`src/iwdg_bus_pkg.sv`:
```
// Bus-side definitions for the watchdog register slave.
// Bus phase enum, register select enum, data width and
// the byte addresses of the four registers.

package iwdg_bus_pkg;

  // Width of the bus data path.
  localparam int data_w = 16;

  // Register map, byte addresses.
  localparam logic [31:0] base_adr = 32'h0100_0000;
  localparam logic [31:0] kr_adr   = base_adr + 32'h0000_0000;
  localparam logic [31:0] pr_adr   = base_adr + 32'h0000_0004;
  localparam logic [31:0] rlr_adr  = base_adr + 32'h0000_0008;
  localparam logic [31:0] st_adr   = base_adr + 32'h0000_000C;

  // Phase of a bus access.
  // Idle waits for cyc, read and write are the ack cycle.
  typedef enum logic [1:0] {
    idle  = 2'd0,
    read  = 2'd1,
    write = 2'd2
  } bus_state_e;

  // Register picked by the address decoder.
  // Sel_none marks an unmapped address.
  typedef enum logic [2:0] {
    sel_kr   = 3'd0,
    sel_pr   = 3'd1,
    sel_rlr  = 3'd2,
    sel_st   = 3'd3,
    sel_none = 3'd4
  } reg_sel_e;

endpackage

```
`src/iwdg_reg_pkg.sv`:
```
// Watchdog-side definitions.
// Key values, register field widths, prescaler width,
// highest legal prescale code and reload reset value.

package iwdg_reg_pkg;

  // Values of the key register.
  // Key_count starts the countdown, key_reload refreshes it.
  // Key_access unlocks the prescale and reload registers.
  typedef enum logic [15:0] {
    key_idle   = 16'h0000,
    key_count  = 16'hCCCC,
    key_reload = 16'hAAAA,
    key_access = 16'h5555
  } key_e;

  // Prescale code field.
  localparam int pr_w = 3;

  // Reload value field.
  localparam int rlr_w = 12;

  // Status field.
  // Bit 0 flags a prescale update, bit 1 a reload.
  localparam int st_w = 2;

  // Prescaler counter.
  // Wide enough for the divide-by-256 setting.
  localparam int presc_w = 8;

  // Highest legal prescale code, divide by 256.
  localparam logic [pr_w-1:0] pr_max = 3'd6;

  // Reload value after reset, also the largest one.
  localparam logic [rlr_w-1:0] rlr_reset = 12'hFFF;

endpackage

```
`src/iwdg_bus_fsm.sv`:
```
// Bus slave control for the watchdog registers.
// Two-cycle access: cyc is sampled in idle, the next cycle is
// the ack cycle. Decodes the address into a register select
// and raises ack and the write strobe in the ack cycle.

module iwdg_bus_fsm (
  input  logic                   clk,
  input  logic                   rst,
  input  logic                   cyc,
  input  logic                   stb,
  input  logic                   we,
  input  logic [31:0]            adr,
  output logic                   ack,
  output logic                   wr_stb,
  output iwdg_bus_pkg::reg_sel_e reg_sel
);

  import iwdg_bus_pkg::*;

  bus_state_e state;
  bus_state_e state_next;
  reg_sel_e   adr_sel;

  // Address decode.
  // Anything off the map still gets an ack.
  always_comb begin
    case (adr)
      kr_adr:  adr_sel = sel_kr;
      pr_adr:  adr_sel = sel_pr;
      rlr_adr: adr_sel = sel_rlr;
      st_adr:  adr_sel = sel_st;
      default: adr_sel = sel_none;
    endcase
  end

  // Next phase.
  // Idle leaves on cyc, the access phase always lasts one cycle.
  always_comb begin
    state_next = idle;
    if (state == idle && cyc) begin
      state_next = we ? write : read;
    end
  end

  // Phase register.
  // The select is captured with the cycle and held for the access.
  always_ff @(posedge clk) begin
    if (rst) begin
      state   <= idle;
      reg_sel <= sel_none;
    end else begin
      state <= state_next;
      if (state == idle && cyc) begin
        reg_sel <= adr_sel;
      end
    end
  end

  // Ack in the access phase, qualified by the strobe.
  assign ack = (state != idle) && cyc && stb;

  // Write strobe only in an acknowledged write.
  assign wr_stb = (state == write) && cyc && stb;

endmodule

```
`src/iwdg_reg_bank.sv`:
```
// Watchdog register bank.
// Key, prescale, reload and status registers.
// Prescale and reload writes are locked unless the key
// register holds key_access. Status bits are set by events
// and cleared by writing ones. Read data is gated by ack.

module iwdg_reg_bank (
  input  logic                                 clk,
  input  logic                                 rst,
  input  logic                                 wr_stb,
  input  iwdg_bus_pkg::reg_sel_e               reg_sel,
  input  logic [iwdg_bus_pkg::data_w-1:0]      wr_data,
  input  logic                                 ack,
  output logic [iwdg_bus_pkg::data_w-1:0]      rd_data,
  output logic                                 run,
  output logic                                 reload,
  output logic                                 presc_load,
  output logic [iwdg_reg_pkg::pr_w-1:0]        pr_code,
  output logic [iwdg_reg_pkg::rlr_w-1:0]       rlr_val
);

  import iwdg_bus_pkg::*;
  import iwdg_reg_pkg::*;

  key_e            kr;
  logic [st_w-1:0] st;
  logic            unlocked;
  logic            pr_accept;
  logic            rlr_accept;
  logic [st_w-1:0] st_set;
  logic [st_w-1:0] st_clr;

  // Write protection.
  assign unlocked = (kr == key_access);

  // Prescale write needs the unlock and a legal code.
  assign pr_accept = wr_stb && (reg_sel == sel_pr) && unlocked &&
                     (wr_data <= data_w'(pr_max));

  assign rlr_accept = wr_stb && (reg_sel == sel_rlr) && unlocked;

  // Status events.
  // Bit 1 keeps setting for as long as the reload key is held.
  assign st_set = {reload, pr_accept};

  // Write-one-to-clear on the status register.
  assign st_clr = (wr_stb && reg_sel == sel_st) ? wr_data[st_w-1:0] : '0;

  always_ff @(posedge clk) begin
    if (rst) begin
      kr         <= key_idle;
      pr_code    <= '0;
      rlr_val    <= rlr_reset;
      st         <= '0;
      presc_load <= 1'b0;
    end else begin
      // Key register takes any value.
      if (wr_stb && reg_sel == sel_kr) begin
        kr <= key_e'(wr_data);
      end
      if (pr_accept) begin
        pr_code <= wr_data[pr_w-1:0];
      end
      if (rlr_accept) begin
        rlr_val <= wr_data[rlr_w-1:0];
      end
      // A set in the same cycle wins over a clear.
      st <= (st & ~st_clr) | st_set;
      // Pulse one cycle late so the counter sees the new code.
      presc_load <= pr_accept;
    end
  end

  // Counter controls follow the key register.
  assign run    = (kr == key_count);
  assign reload = (kr == key_reload);

  // Read multiplexer.
  // Zero outside the ack cycle and for unmapped addresses.
  always_comb begin
    rd_data = '0;
    if (ack) begin
      case (reg_sel)
        sel_kr:  rd_data = kr;
        sel_pr:  rd_data = {{(data_w - pr_w){1'b0}}, pr_code};
        sel_rlr: rd_data = {{(data_w - rlr_w){1'b0}}, rlr_val};
        sel_st:  rd_data = {{(data_w - st_w){1'b0}}, st};
        default: rd_data = '0;
      endcase
    end
  end

endmodule

```
`src/iwdg_down_counter.sv`:
```
// Watchdog prescaler and down counter.
// The prescaler divides clk by 4 << pr_code and ticks the
// down counter. A tick at count 0 gives a one-cycle
// watchdog reset pulse and reloads the counter.

module iwdg_down_counter (
  input  logic                             clk,
  input  logic                             rst,
  input  logic                             run,
  input  logic                             reload,
  input  logic                             presc_load,
  input  logic [iwdg_reg_pkg::pr_w-1:0]    pr_code,
  input  logic [iwdg_reg_pkg::rlr_w-1:0]   rlr_val,
  output logic                             iwdg_rst
);

  import iwdg_reg_pkg::*;

  logic [presc_w:0]   divider;
  logic [presc_w-1:0] presc_top;
  logic [presc_w-1:0] presc;
  logic [rlr_w-1:0]   cnt;
  logic               tick;

  // Divide ratio, 4 up to 256.
  // One bit wider than the prescaler to hold 256.
  assign divider = (presc_w + 1)'(4) << pr_code;

  // Prescaler start value.
  assign presc_top = presc_w'(divider - 1'b1);

  // Prescaler wraps while counting.
  assign tick = run && (presc == '0);

  always_ff @(posedge clk) begin
    if (rst) begin
      // Divide by 4 and full count after reset.
      presc <= presc_w'(3);
      cnt   <= rlr_reset;
    end else if (reload) begin
      // Refresh holds both counters at their start values.
      presc <= presc_top;
      cnt   <= rlr_val;
    end else if (presc_load) begin
      // New divide ratio restarts the current prescale period.
      presc <= presc_top;
    end else if (run) begin
      if (tick) begin
        presc <= presc_top;
        if (cnt == '0) begin
          cnt <= rlr_val;
        end else begin
          cnt <= cnt - 1'b1;
        end
      end else begin
        presc <= presc - 1'b1;
      end
    end
  end

  // Timeout pulse.
  // High only in the tick cycle that finds the count at zero.
  assign iwdg_rst = tick && (cnt == '0);

endmodule

```
`src/iwdg_top.sv`:
```
// Watchdog timer top level.
// Bus slave control, register bank and down counter,
// all on clk with a synchronous reset.

module iwdg_top (
  input  logic                              clk,
  input  logic                              rst,
  input  logic                              cyc,
  input  logic                              stb,
  input  logic                              we,
  input  logic [31:0]                       adr,
  input  logic [iwdg_bus_pkg::data_w-1:0]   wr_data,
  output logic [iwdg_bus_pkg::data_w-1:0]   rd_data,
  output logic                              ack,
  output logic                              iwdg_rst
);

  import iwdg_bus_pkg::*;
  import iwdg_reg_pkg::*;

  // Bus control to registers.
  reg_sel_e         reg_sel;
  logic             wr_stb;

  // Registers to counter.
  logic             run;
  logic             reload;
  logic             presc_load;
  logic [pr_w-1:0]  pr_code;
  logic [rlr_w-1:0] rlr_val;

  iwdg_bus_fsm u_bus_fsm (
    .clk     (clk),
    .rst     (rst),
    .cyc     (cyc),
    .stb     (stb),
    .we      (we),
    .adr     (adr),
    .ack     (ack),
    .wr_stb  (wr_stb),
    .reg_sel (reg_sel)
  );

  iwdg_reg_bank u_reg_bank (
    .clk        (clk),
    .rst        (rst),
    .wr_stb     (wr_stb),
    .reg_sel    (reg_sel),
    .wr_data    (wr_data),
    .ack        (ack),
    .rd_data    (rd_data),
    .run        (run),
    .reload     (reload),
    .presc_load (presc_load),
    .pr_code    (pr_code),
    .rlr_val    (rlr_val)
  );

  iwdg_down_counter u_down_counter (
    .clk        (clk),
    .rst        (rst),
    .run        (run),
    .reload     (reload),
    .presc_load (presc_load),
    .pr_code    (pr_code),
    .rlr_val    (rlr_val),
    .iwdg_rst   (iwdg_rst)
  );

endmodule

```
`config.mk`:
```
export PLATFORM = sky130hd
export DESIGN_NAME = iwdg_top
export DESIGN_NICKNAME = d
export VERILOG_FILES = /design/src/iwdg_bus_pkg.sv /design/src/iwdg_reg_pkg.sv /design/src/iwdg_bus_fsm.sv /design/src/iwdg_reg_bank.sv /design/src/iwdg_down_counter.sv /design/src/iwdg_top.sv
export SDC_FILE = /design/constraint.sdc
export NUM_CORES = 1
export LEC_CHECK = 0
export ABC_AREA = 1
export ABC_CLOCK_PERIOD_IN_PS = 2000
export BUFFER_PORTS_ARGS = -buffer_cell sky130_fd_sc_hd__clkbuf_2
export CAP_MARGIN = 10
export CORE_AREA = 2 2 83 85
export DETAILED_ROUTE_END_ITERATION = 10
export DIE_AREA = 0 0 85 87
export PLACE_DENSITY_LB_ADDON = 0.08
export SETUP_SLACK_MARGIN = 0.1
export SLEW_MARGIN = 20
export SYNTH_ARGS = -nofsm -noshare
export SYNTH_HDL_FRONTEND = slang
export SYNTH_SLANG_ARGS = --single-unit
```
`constraint.sdc`:
```
create_clock -name clk -period 2 [get_ports clk]
set_clock_uncertainty 0.15 [all_clocks]
set_input_delay 0 -clock clk [delete_from_list [all_inputs] [get_ports clk]]
set_output_delay 0 -clock clk [all_outputs]
set_load 0.02 [all_outputs]
```
==> out/qor.csv, run 1 <==
metric;value;unit
worst hold margin;-34.63;ps
clock-pin slew on the worst setup and hold paths;70;ps
CP max FO;5;
Reg area;1184;µm²
Synth Instances;530;
multi-input logic area;2103;µm²
switching power;0.0005548;W
CTS tree;built;
Clock Sinks;59;
Slew Limit Fails;0;
placed cell areas;3914;µm²
Die Ht;87;µm
Final Instance Count excl. Fillers;725;
vias;3930;
area of the mapped netlist;3483;µm²
DR vias/cell;5.421;
die area;7395;µm²
Clock Path Buffers;2;
outcome;finished, violations left;
Area growth syn-to-layout;30.93;%
Critical Path RT;1850;ps
# Max-Cap Violations;0;
Syn Nets;588;
post-route cell area;4561;µm²
min Tclk post-route;1837;ps
Total Wirelength;10220;µm
initial core utilization;53.03;%
CP arrival;1690;ps
layout cell share with drive strength beyond 1;24.65;%
Final Hold Fails;1;
overall power;0.002357;W
root buffer selected by CTS;clkbuf_8;
unrepaired setup endpoints after global routing;true;
dpl hpwl;6931;µm
Slew headroom;77.15;%
CTS Buf Count;9;
Routed Antenna Nets;0;
GPL Wtd Cong;0.9193;
Synth cell types;40;
crit end category;output port;
internal power;0.001802;W
via count of the first global-routing pass;3612;
drt drc;0;
leakage;2.033;nW
post-synthesis sequential area ratio;33.91;%
Comb pwr share;6.9;%
clock power share;43.1;%
initial antenna violation count;0;
Syn Area/Cell;6.572;µm²
GRT Util Overall;27.44;%
router iterations before antenna repair;6;
Layout fillers;568;
global-route wire length before repair;16290;µm
measured slew at the worst slew-check pin;341.4;ps
CTS HTree Levels;3;
fmax;544.3;MHz
final clock period utilization by the worst path;91.86;%
Reg power frac;50.0;%
PwrDens;516.8;nW/µm²
initial DRC count;327;
failing checks;negative hold slack;
placed cells;672;
crit path kind;reg2out;
ant diodes;0;
final net count;699;
Synth Warn #;0;
Port Buf Inserts;70;
Die X;85;µm
switch share;23.54;%
largest net degree at the start of global routing;44;
Worst VDD drop;0.3436;mV
# rows;30;
startpoint types;flop;
Yosys reg bits;59;
Core ar.;6569;µm²
io pins;71;
clock latency on the worst-skew pair;350;ps
final setup vio count;0;
grt ovf;0;
wire per inst;14.10;µm
setup tns final;0;ps
type of the tightest min-delay check;in2reg;
==> path summary, 6_finish.rpt <==
kind	end	cells after the start	start	slack [ps]
hold / removal	u_bus_fsm.reg_sel[2]$_SDFFE_PP1P_	6	adr[1]	-30
hold reg to reg	u_reg_bank.st[1]$_SDFF_PP0_	2	u_reg_bank.st[1]$_SDFF_PP0_	320
setup reg to reg	u_down_counter.cnt[3]$_SDFFE_PP1P_	10	u_reg_bank.kr[15]$_SDFFE_PP0P_	190
setup / recovery	iwdg_rst	7	u_reg_bank.kr[15]$_SDFFE_PP0P_	160
==> power groups by stage <==
stage / sequential, W / combinational [W] / clock (W)
2_1_floorplan: 0.00120 / 0.0000413 / 0
3_3_place_gp: 0.00120 / 0.000116 / 0
3_5_place_dp: 0.00120 / 0.000118 / 0
4_1_cts: 0.00118 / 0.000155 / 0.00102
5_1_grt: 0.00118 / 0.000178 / 0.00107
6_report: 0.00118 / 0.000163 / 0.00102
==> sequential cells by signal (all words and copies together), names as in the netlist <==
name,cells
u_reg_bank.st,2
u_down_counter.cnt,12
u_reg_bank.rlr_val,12
u_bus_fsm.reg_sel,3
u_reg_bank.kr,16
u_reg_bank.presc_load,1
u_bus_fsm.state,2
u_reg_bank.pr_code,3
u_down_counter.presc,8
==> per-layer routing <==
metal	vias to the layer above	track usage (%)	part of all wire, %
li1	1978	-	-
met1	1761	35.04	45
met2	169	45.88	47
met3	22	3.507	5.6
met4	0	13.42	2.4
met5	-	0	0
==> timing repair <==
item,4_1_cts,5_1_grt
hold buffers,27,0
pin swaps,0,6
resized for setup,3,25
gates cloned,0,3
hold endpoints to repair,45,0
endpoints found under the setup margin,10,49
setup buffers,0,8
==> synth_stat cells <==
cell	number	area, µm²
buf_1	1	3.750
inv_2	11	41.29
dfxtp_1	59	1181
o211ai_2	2	25.02
o31ai_1	2	15.01
nand3_2	1	10.01
o221ai_1	1	8.760
and2_1	1	6.260
inv_1	46	172.7
nor4_4	1	21.27
o21ai_4	1	16.27
a41oi_1	1	8.760
nor4_1	5	31.28
nor2_4	5	56.30
nand3_1	45	225.2
buf_6	2	22.52
nand2_1	138	518.0
a221oi_1	2	17.52
o21ai_1	5	25.02
o211ai_1	7	52.55
nand3_4	1	17.52
nand4_1	12	75.07
nor2_2	8	50.05
nand2_4	2	22.52
nor3_2	1	10.01
ha_1	5	62.56
nand3b_1	1	7.510
o22ai_1	2	12.51
buf_2	2	10.01
nor3_1	12	60.06
o21ai_2	1	8.760
clkbuf_1	7	26.28
nand2_2	7	43.79
or2_2	1	6.260
xor2_1	3	26.28
a21oi_1	32	160.2
o21ai_0	29	145.1
nor2_1	62	232.7
xnor2_1	5	43.79
clkinv_1	1	3.750
==> cells in the final DEF (no fill, tap or decap), types with 3 or more instances in the layout <==
cell type and instances:
dfxtp_1 57, nor3_1 8, inv_2 11, buf_12 3, o21ai_0 29, o21ai_1 5, nor2_2 12, nand2_4 4
nand3_1 44, clkinvlp_4 4, nor3_2 3, nand2_1 137, o211ai_1 7, nand4_1 12, a21oi_1 32, xnor2_1 5
nand2_2 7, clkbuf_2 69, ha_1 5, nor2_4 6, nor2_1 57, inv_1 42, clkbuf_8 12, buf_4 9
nor4_1 5, xor2_1 3, dlygate4sd3_1 27
==> kinds of logic (layout without fill, tap and decap cells) <==
group / Yosys count / in the layout / share of synthesized area, %
DFF: 59 / 59 / 33.91
buffers and inverters: 70 / 184 / 8.046
and+or+nand+nor: 303 / 304 / 40.01
AOI/OAI and AO/OA: 85 / 85 / 14.22
adders and majority gates: 5 / 5 / 1.796
xor gates and xnor gates: 8 / 8 / 2.012
==> layout make-up <==
cell class	count	share of cell area, %
timing repair buffer	109	16.41
sequential	59	25.95
tap	80	2.195
clock inverter	2	0.2195
multi-input combinational	402	46.12
clock buffer	13	3.704
timing repair inverter	2	0.2743
inverter	58	5.130
==> critical path, stage by stage, from the launching register on <==
cell and delay, ps:
dfxtp_1 370, inv_2 70, nor2_2 110, nand2_2 100, nor2_4 180, nand3_4 150, nor2_1 170, buf_2 180
==> through the flow <==
step	setup WS [ps]	utilization, %
after global routing	67.48	69.43
final	162.7	69.43
after detailed placement	79.84	59.58
after CTS	104.8	66.57
after floorplan	370.8	-
after global placement	86.10	59.58
Note: power is estimated with default switching activity, not from simulation.
==> run 2: changes to the inputs <==
Settings changed: PLACE_DENSITY set to 0.77, PLACE_DENSITY_LB_ADDON 0.08 to unset.
==> out/qor.csv, run 2 (synthesis results as in run 1) <==
metric;value;unit;change
root buffer selected by CTS;clkbuf_8;;
CP Buf/Inv Count;3;;+1
vias;3972;;+1.1%
Most Used Layer, Global Route;met2;;
Slew headroom;76.45;%;-0.70 points
Area growth syn-to-layout;32.94;%;
type of the tightest min-delay check;in2reg;;
CTS Buf Count;9;;unchanged
fmax;533.6;MHz;-2.0%
Final Instance Count excl. Fillers;736;;+1.5%
max FFs per register;16;;unchanged
clock latency on the worst-skew pair;350;ps;about the same
slowest stage delay, CP;360;ps;about the same
Clock Path Buffers;2;;unchanged
Core ar.;6569;µm²;unchanged
slowest CP cell;dfxtp_1;;
largest net degree at the start of global routing;36;;-18%
DR vias/cell;5.397;;-0.44%
unrepaired setup endpoints after global routing;true;;
# Max-Cap Violations;0;;unchanged
placed cells;672;;unchanged
final setup margin;125.9;ps;-36.84 ps
Final Hold Fails;0;;-1
crit end category;output port;;
# rows;30;;unchanged
Worst VDD drop;0.3261;mV;-5.1%
CP top delay family;simple AND/OR/NAND/NOR gates;;
commonest non-fill, non-tap cell in the layout;nand2_1;;
final net count;709;;+1.4%
io pins;71;;unchanged
setup tns final;0;ps;unchanged
Total Wirelength;10590;µm;+3.6%
ant diodes;0;;unchanged
Die Ht;87;µm;unchanged
overall power;0.002363;W;+0.25%
PwrDens;510.2;nW/µm²;-1.3%
met3 Use GR;3.791;%;+0.28 points
CP arrival;1720;ps;+30 ps
min Tclk post-route;1874;ps;+36.84 ps
Critical Path RT;1850;ps;about the same
Routed Antenna Nets;0;;unchanged
commonest non-fill, non-tap cells in the layout;138 x nand2_1, 69 x clkbuf_2, 59 x dfxtp_1;;
crit path kind;reg2out;;
GRT Util Overall;27.97;%;+0.53 points
dpl hpwl;7092;µm;+2.3%
die area;7395;µm²;unchanged
Slew Limit Fails;0;;unchanged
final clock period utilization by the worst path;93.71;%;+1.8 points
grt met1 use;36.05;%;+1.0 points
CTS tree;built;;
CTS HTree Levels;3;;unchanged
Biggest register;u_reg_bank.kr;;
met2 track demand over resource;47.80;%;+1.9 points
Post-Place Setup Slack;108.5;ps;+28.69 ps
initial core utilization;53.03;%;unchanged
CP dominant cell by count;nand2_1;;
global-route wire length before repair;16600;µm;+1.9%
layout cell share with drive strength beyond 1;23.48;%;-1.2 points
CP max FO;12;;+7
initial DRC count;303;;-7.3%
clock-pin slew on the worst setup and hold paths;70;ps;about the same
startpoint types;flop;;
GPL Wtd Cong;0.9274;;+0.88%
Die X;85;µm;unchanged
Layout fillers;556;;-2.1%
leakage;2.057;nW;+1.2%
Largest regs;u_reg_bank.kr: 16 flops, u_down_counter.cnt: 12 flops, u_reg_bank.rlr_val: 12 flops;;
outcome;finished clean;;
router iterations before antenna repair;5;;-1
drt drc;0;;unchanged
final setup vio count;0;;unchanged
grt ovf;0;;unchanged
via count of the first global-routing pass;3619;;+0.19%
wire per inst;14.39;µm;+2.1%
measured slew at the worst slew-check pin;353.2;ps;+11.77 ps
initial antenna violation count;0;;unchanged
final core utilization;70.50;%;+1.1 points
Port Buf Inserts;70;;unchanged
Clock Sinks;59;;unchanged
CP Cell Sequence;nor2_2 -> nand2_1 -> inv_4 -> nand2_1 -> o221ai_1 -> nand2_1 -> inv_1 -> clkbuf_2;;
## run 2: area by class of cell
type	count	area (µm²)	share of cell area, %
inverter	58	227.7	4.918
timing repair buffer	120	828.3	17.89
multi-input combinational	401	2098	45.31
timing repair inverter	2	15.01	0.3242
sequential	59	1181	25.51
clock inverter	4	25.02	0.5404
tap	80	100.1	2.162
clock buffer	12	155.1	3.350
## run 2: worst min-delay path, stage by stage
cell and delay [ps]:
clkbuf_2 80, nand2_1 100, nor3_2 80, nand3_1 80, nand2_1 40, a21oi_1 120
## run 2: metal layers
metal | up-vias | share of wire [%]
li1 | 1980 | -
met1 | 1833 | 43
met2 | 144 | 50
met3 | 15 | 5.3
met4 | 0 | 1.4
met5 | - | 0
## run 2: path summary, 6_finish.rpt
path	to	slack (ps)	cells after the start	from
max	rd_data[2]	130	8	u_bus_fsm.reg_sel[2]$_SDFFE_PP1P_
min	u_reg_bank.st[0]$_SDFF_PP0_	40	6	stb
max reg2reg	u_reg_bank.pr_code[1]$_SDFFE_PP0P_	180	7	u_reg_bank.kr[14]$_SDFFE_PP0P_
min reg2reg	u_down_counter.presc[7]$_SDFFE_PP0P_	320	2	u_down_counter.presc[7]$_SDFFE_PP0P_
## run 2: power by group
part | switching (W) | internal (W)
sequential | 0.00000107 | 0.00118
clock | 0.000490 | 0.000513
combinational | 0.0000850 | 0.0000983
## run 2: repair_timing
action,CTS,global route
hold buffers,41,0
gates resized for setup,3,24
setup endpoints to repair,6,51
setup buffers,0,5
cloned,0,2
pin swaps,0,4
hold endpoints to repair,43,0
## run 2: per-stage QoR
stage / hold slack [ps] / cell area [µm²]
6_report: 40.62 / 4631
5_1_grt: 132.2 / 4631
4_1_cts: 38.40 / 4498
3_5_place_dp: 25.81 / 3901
3_3_place_gp: 23.86 / 3901
2_1_floorplan: -77.62 / 3483
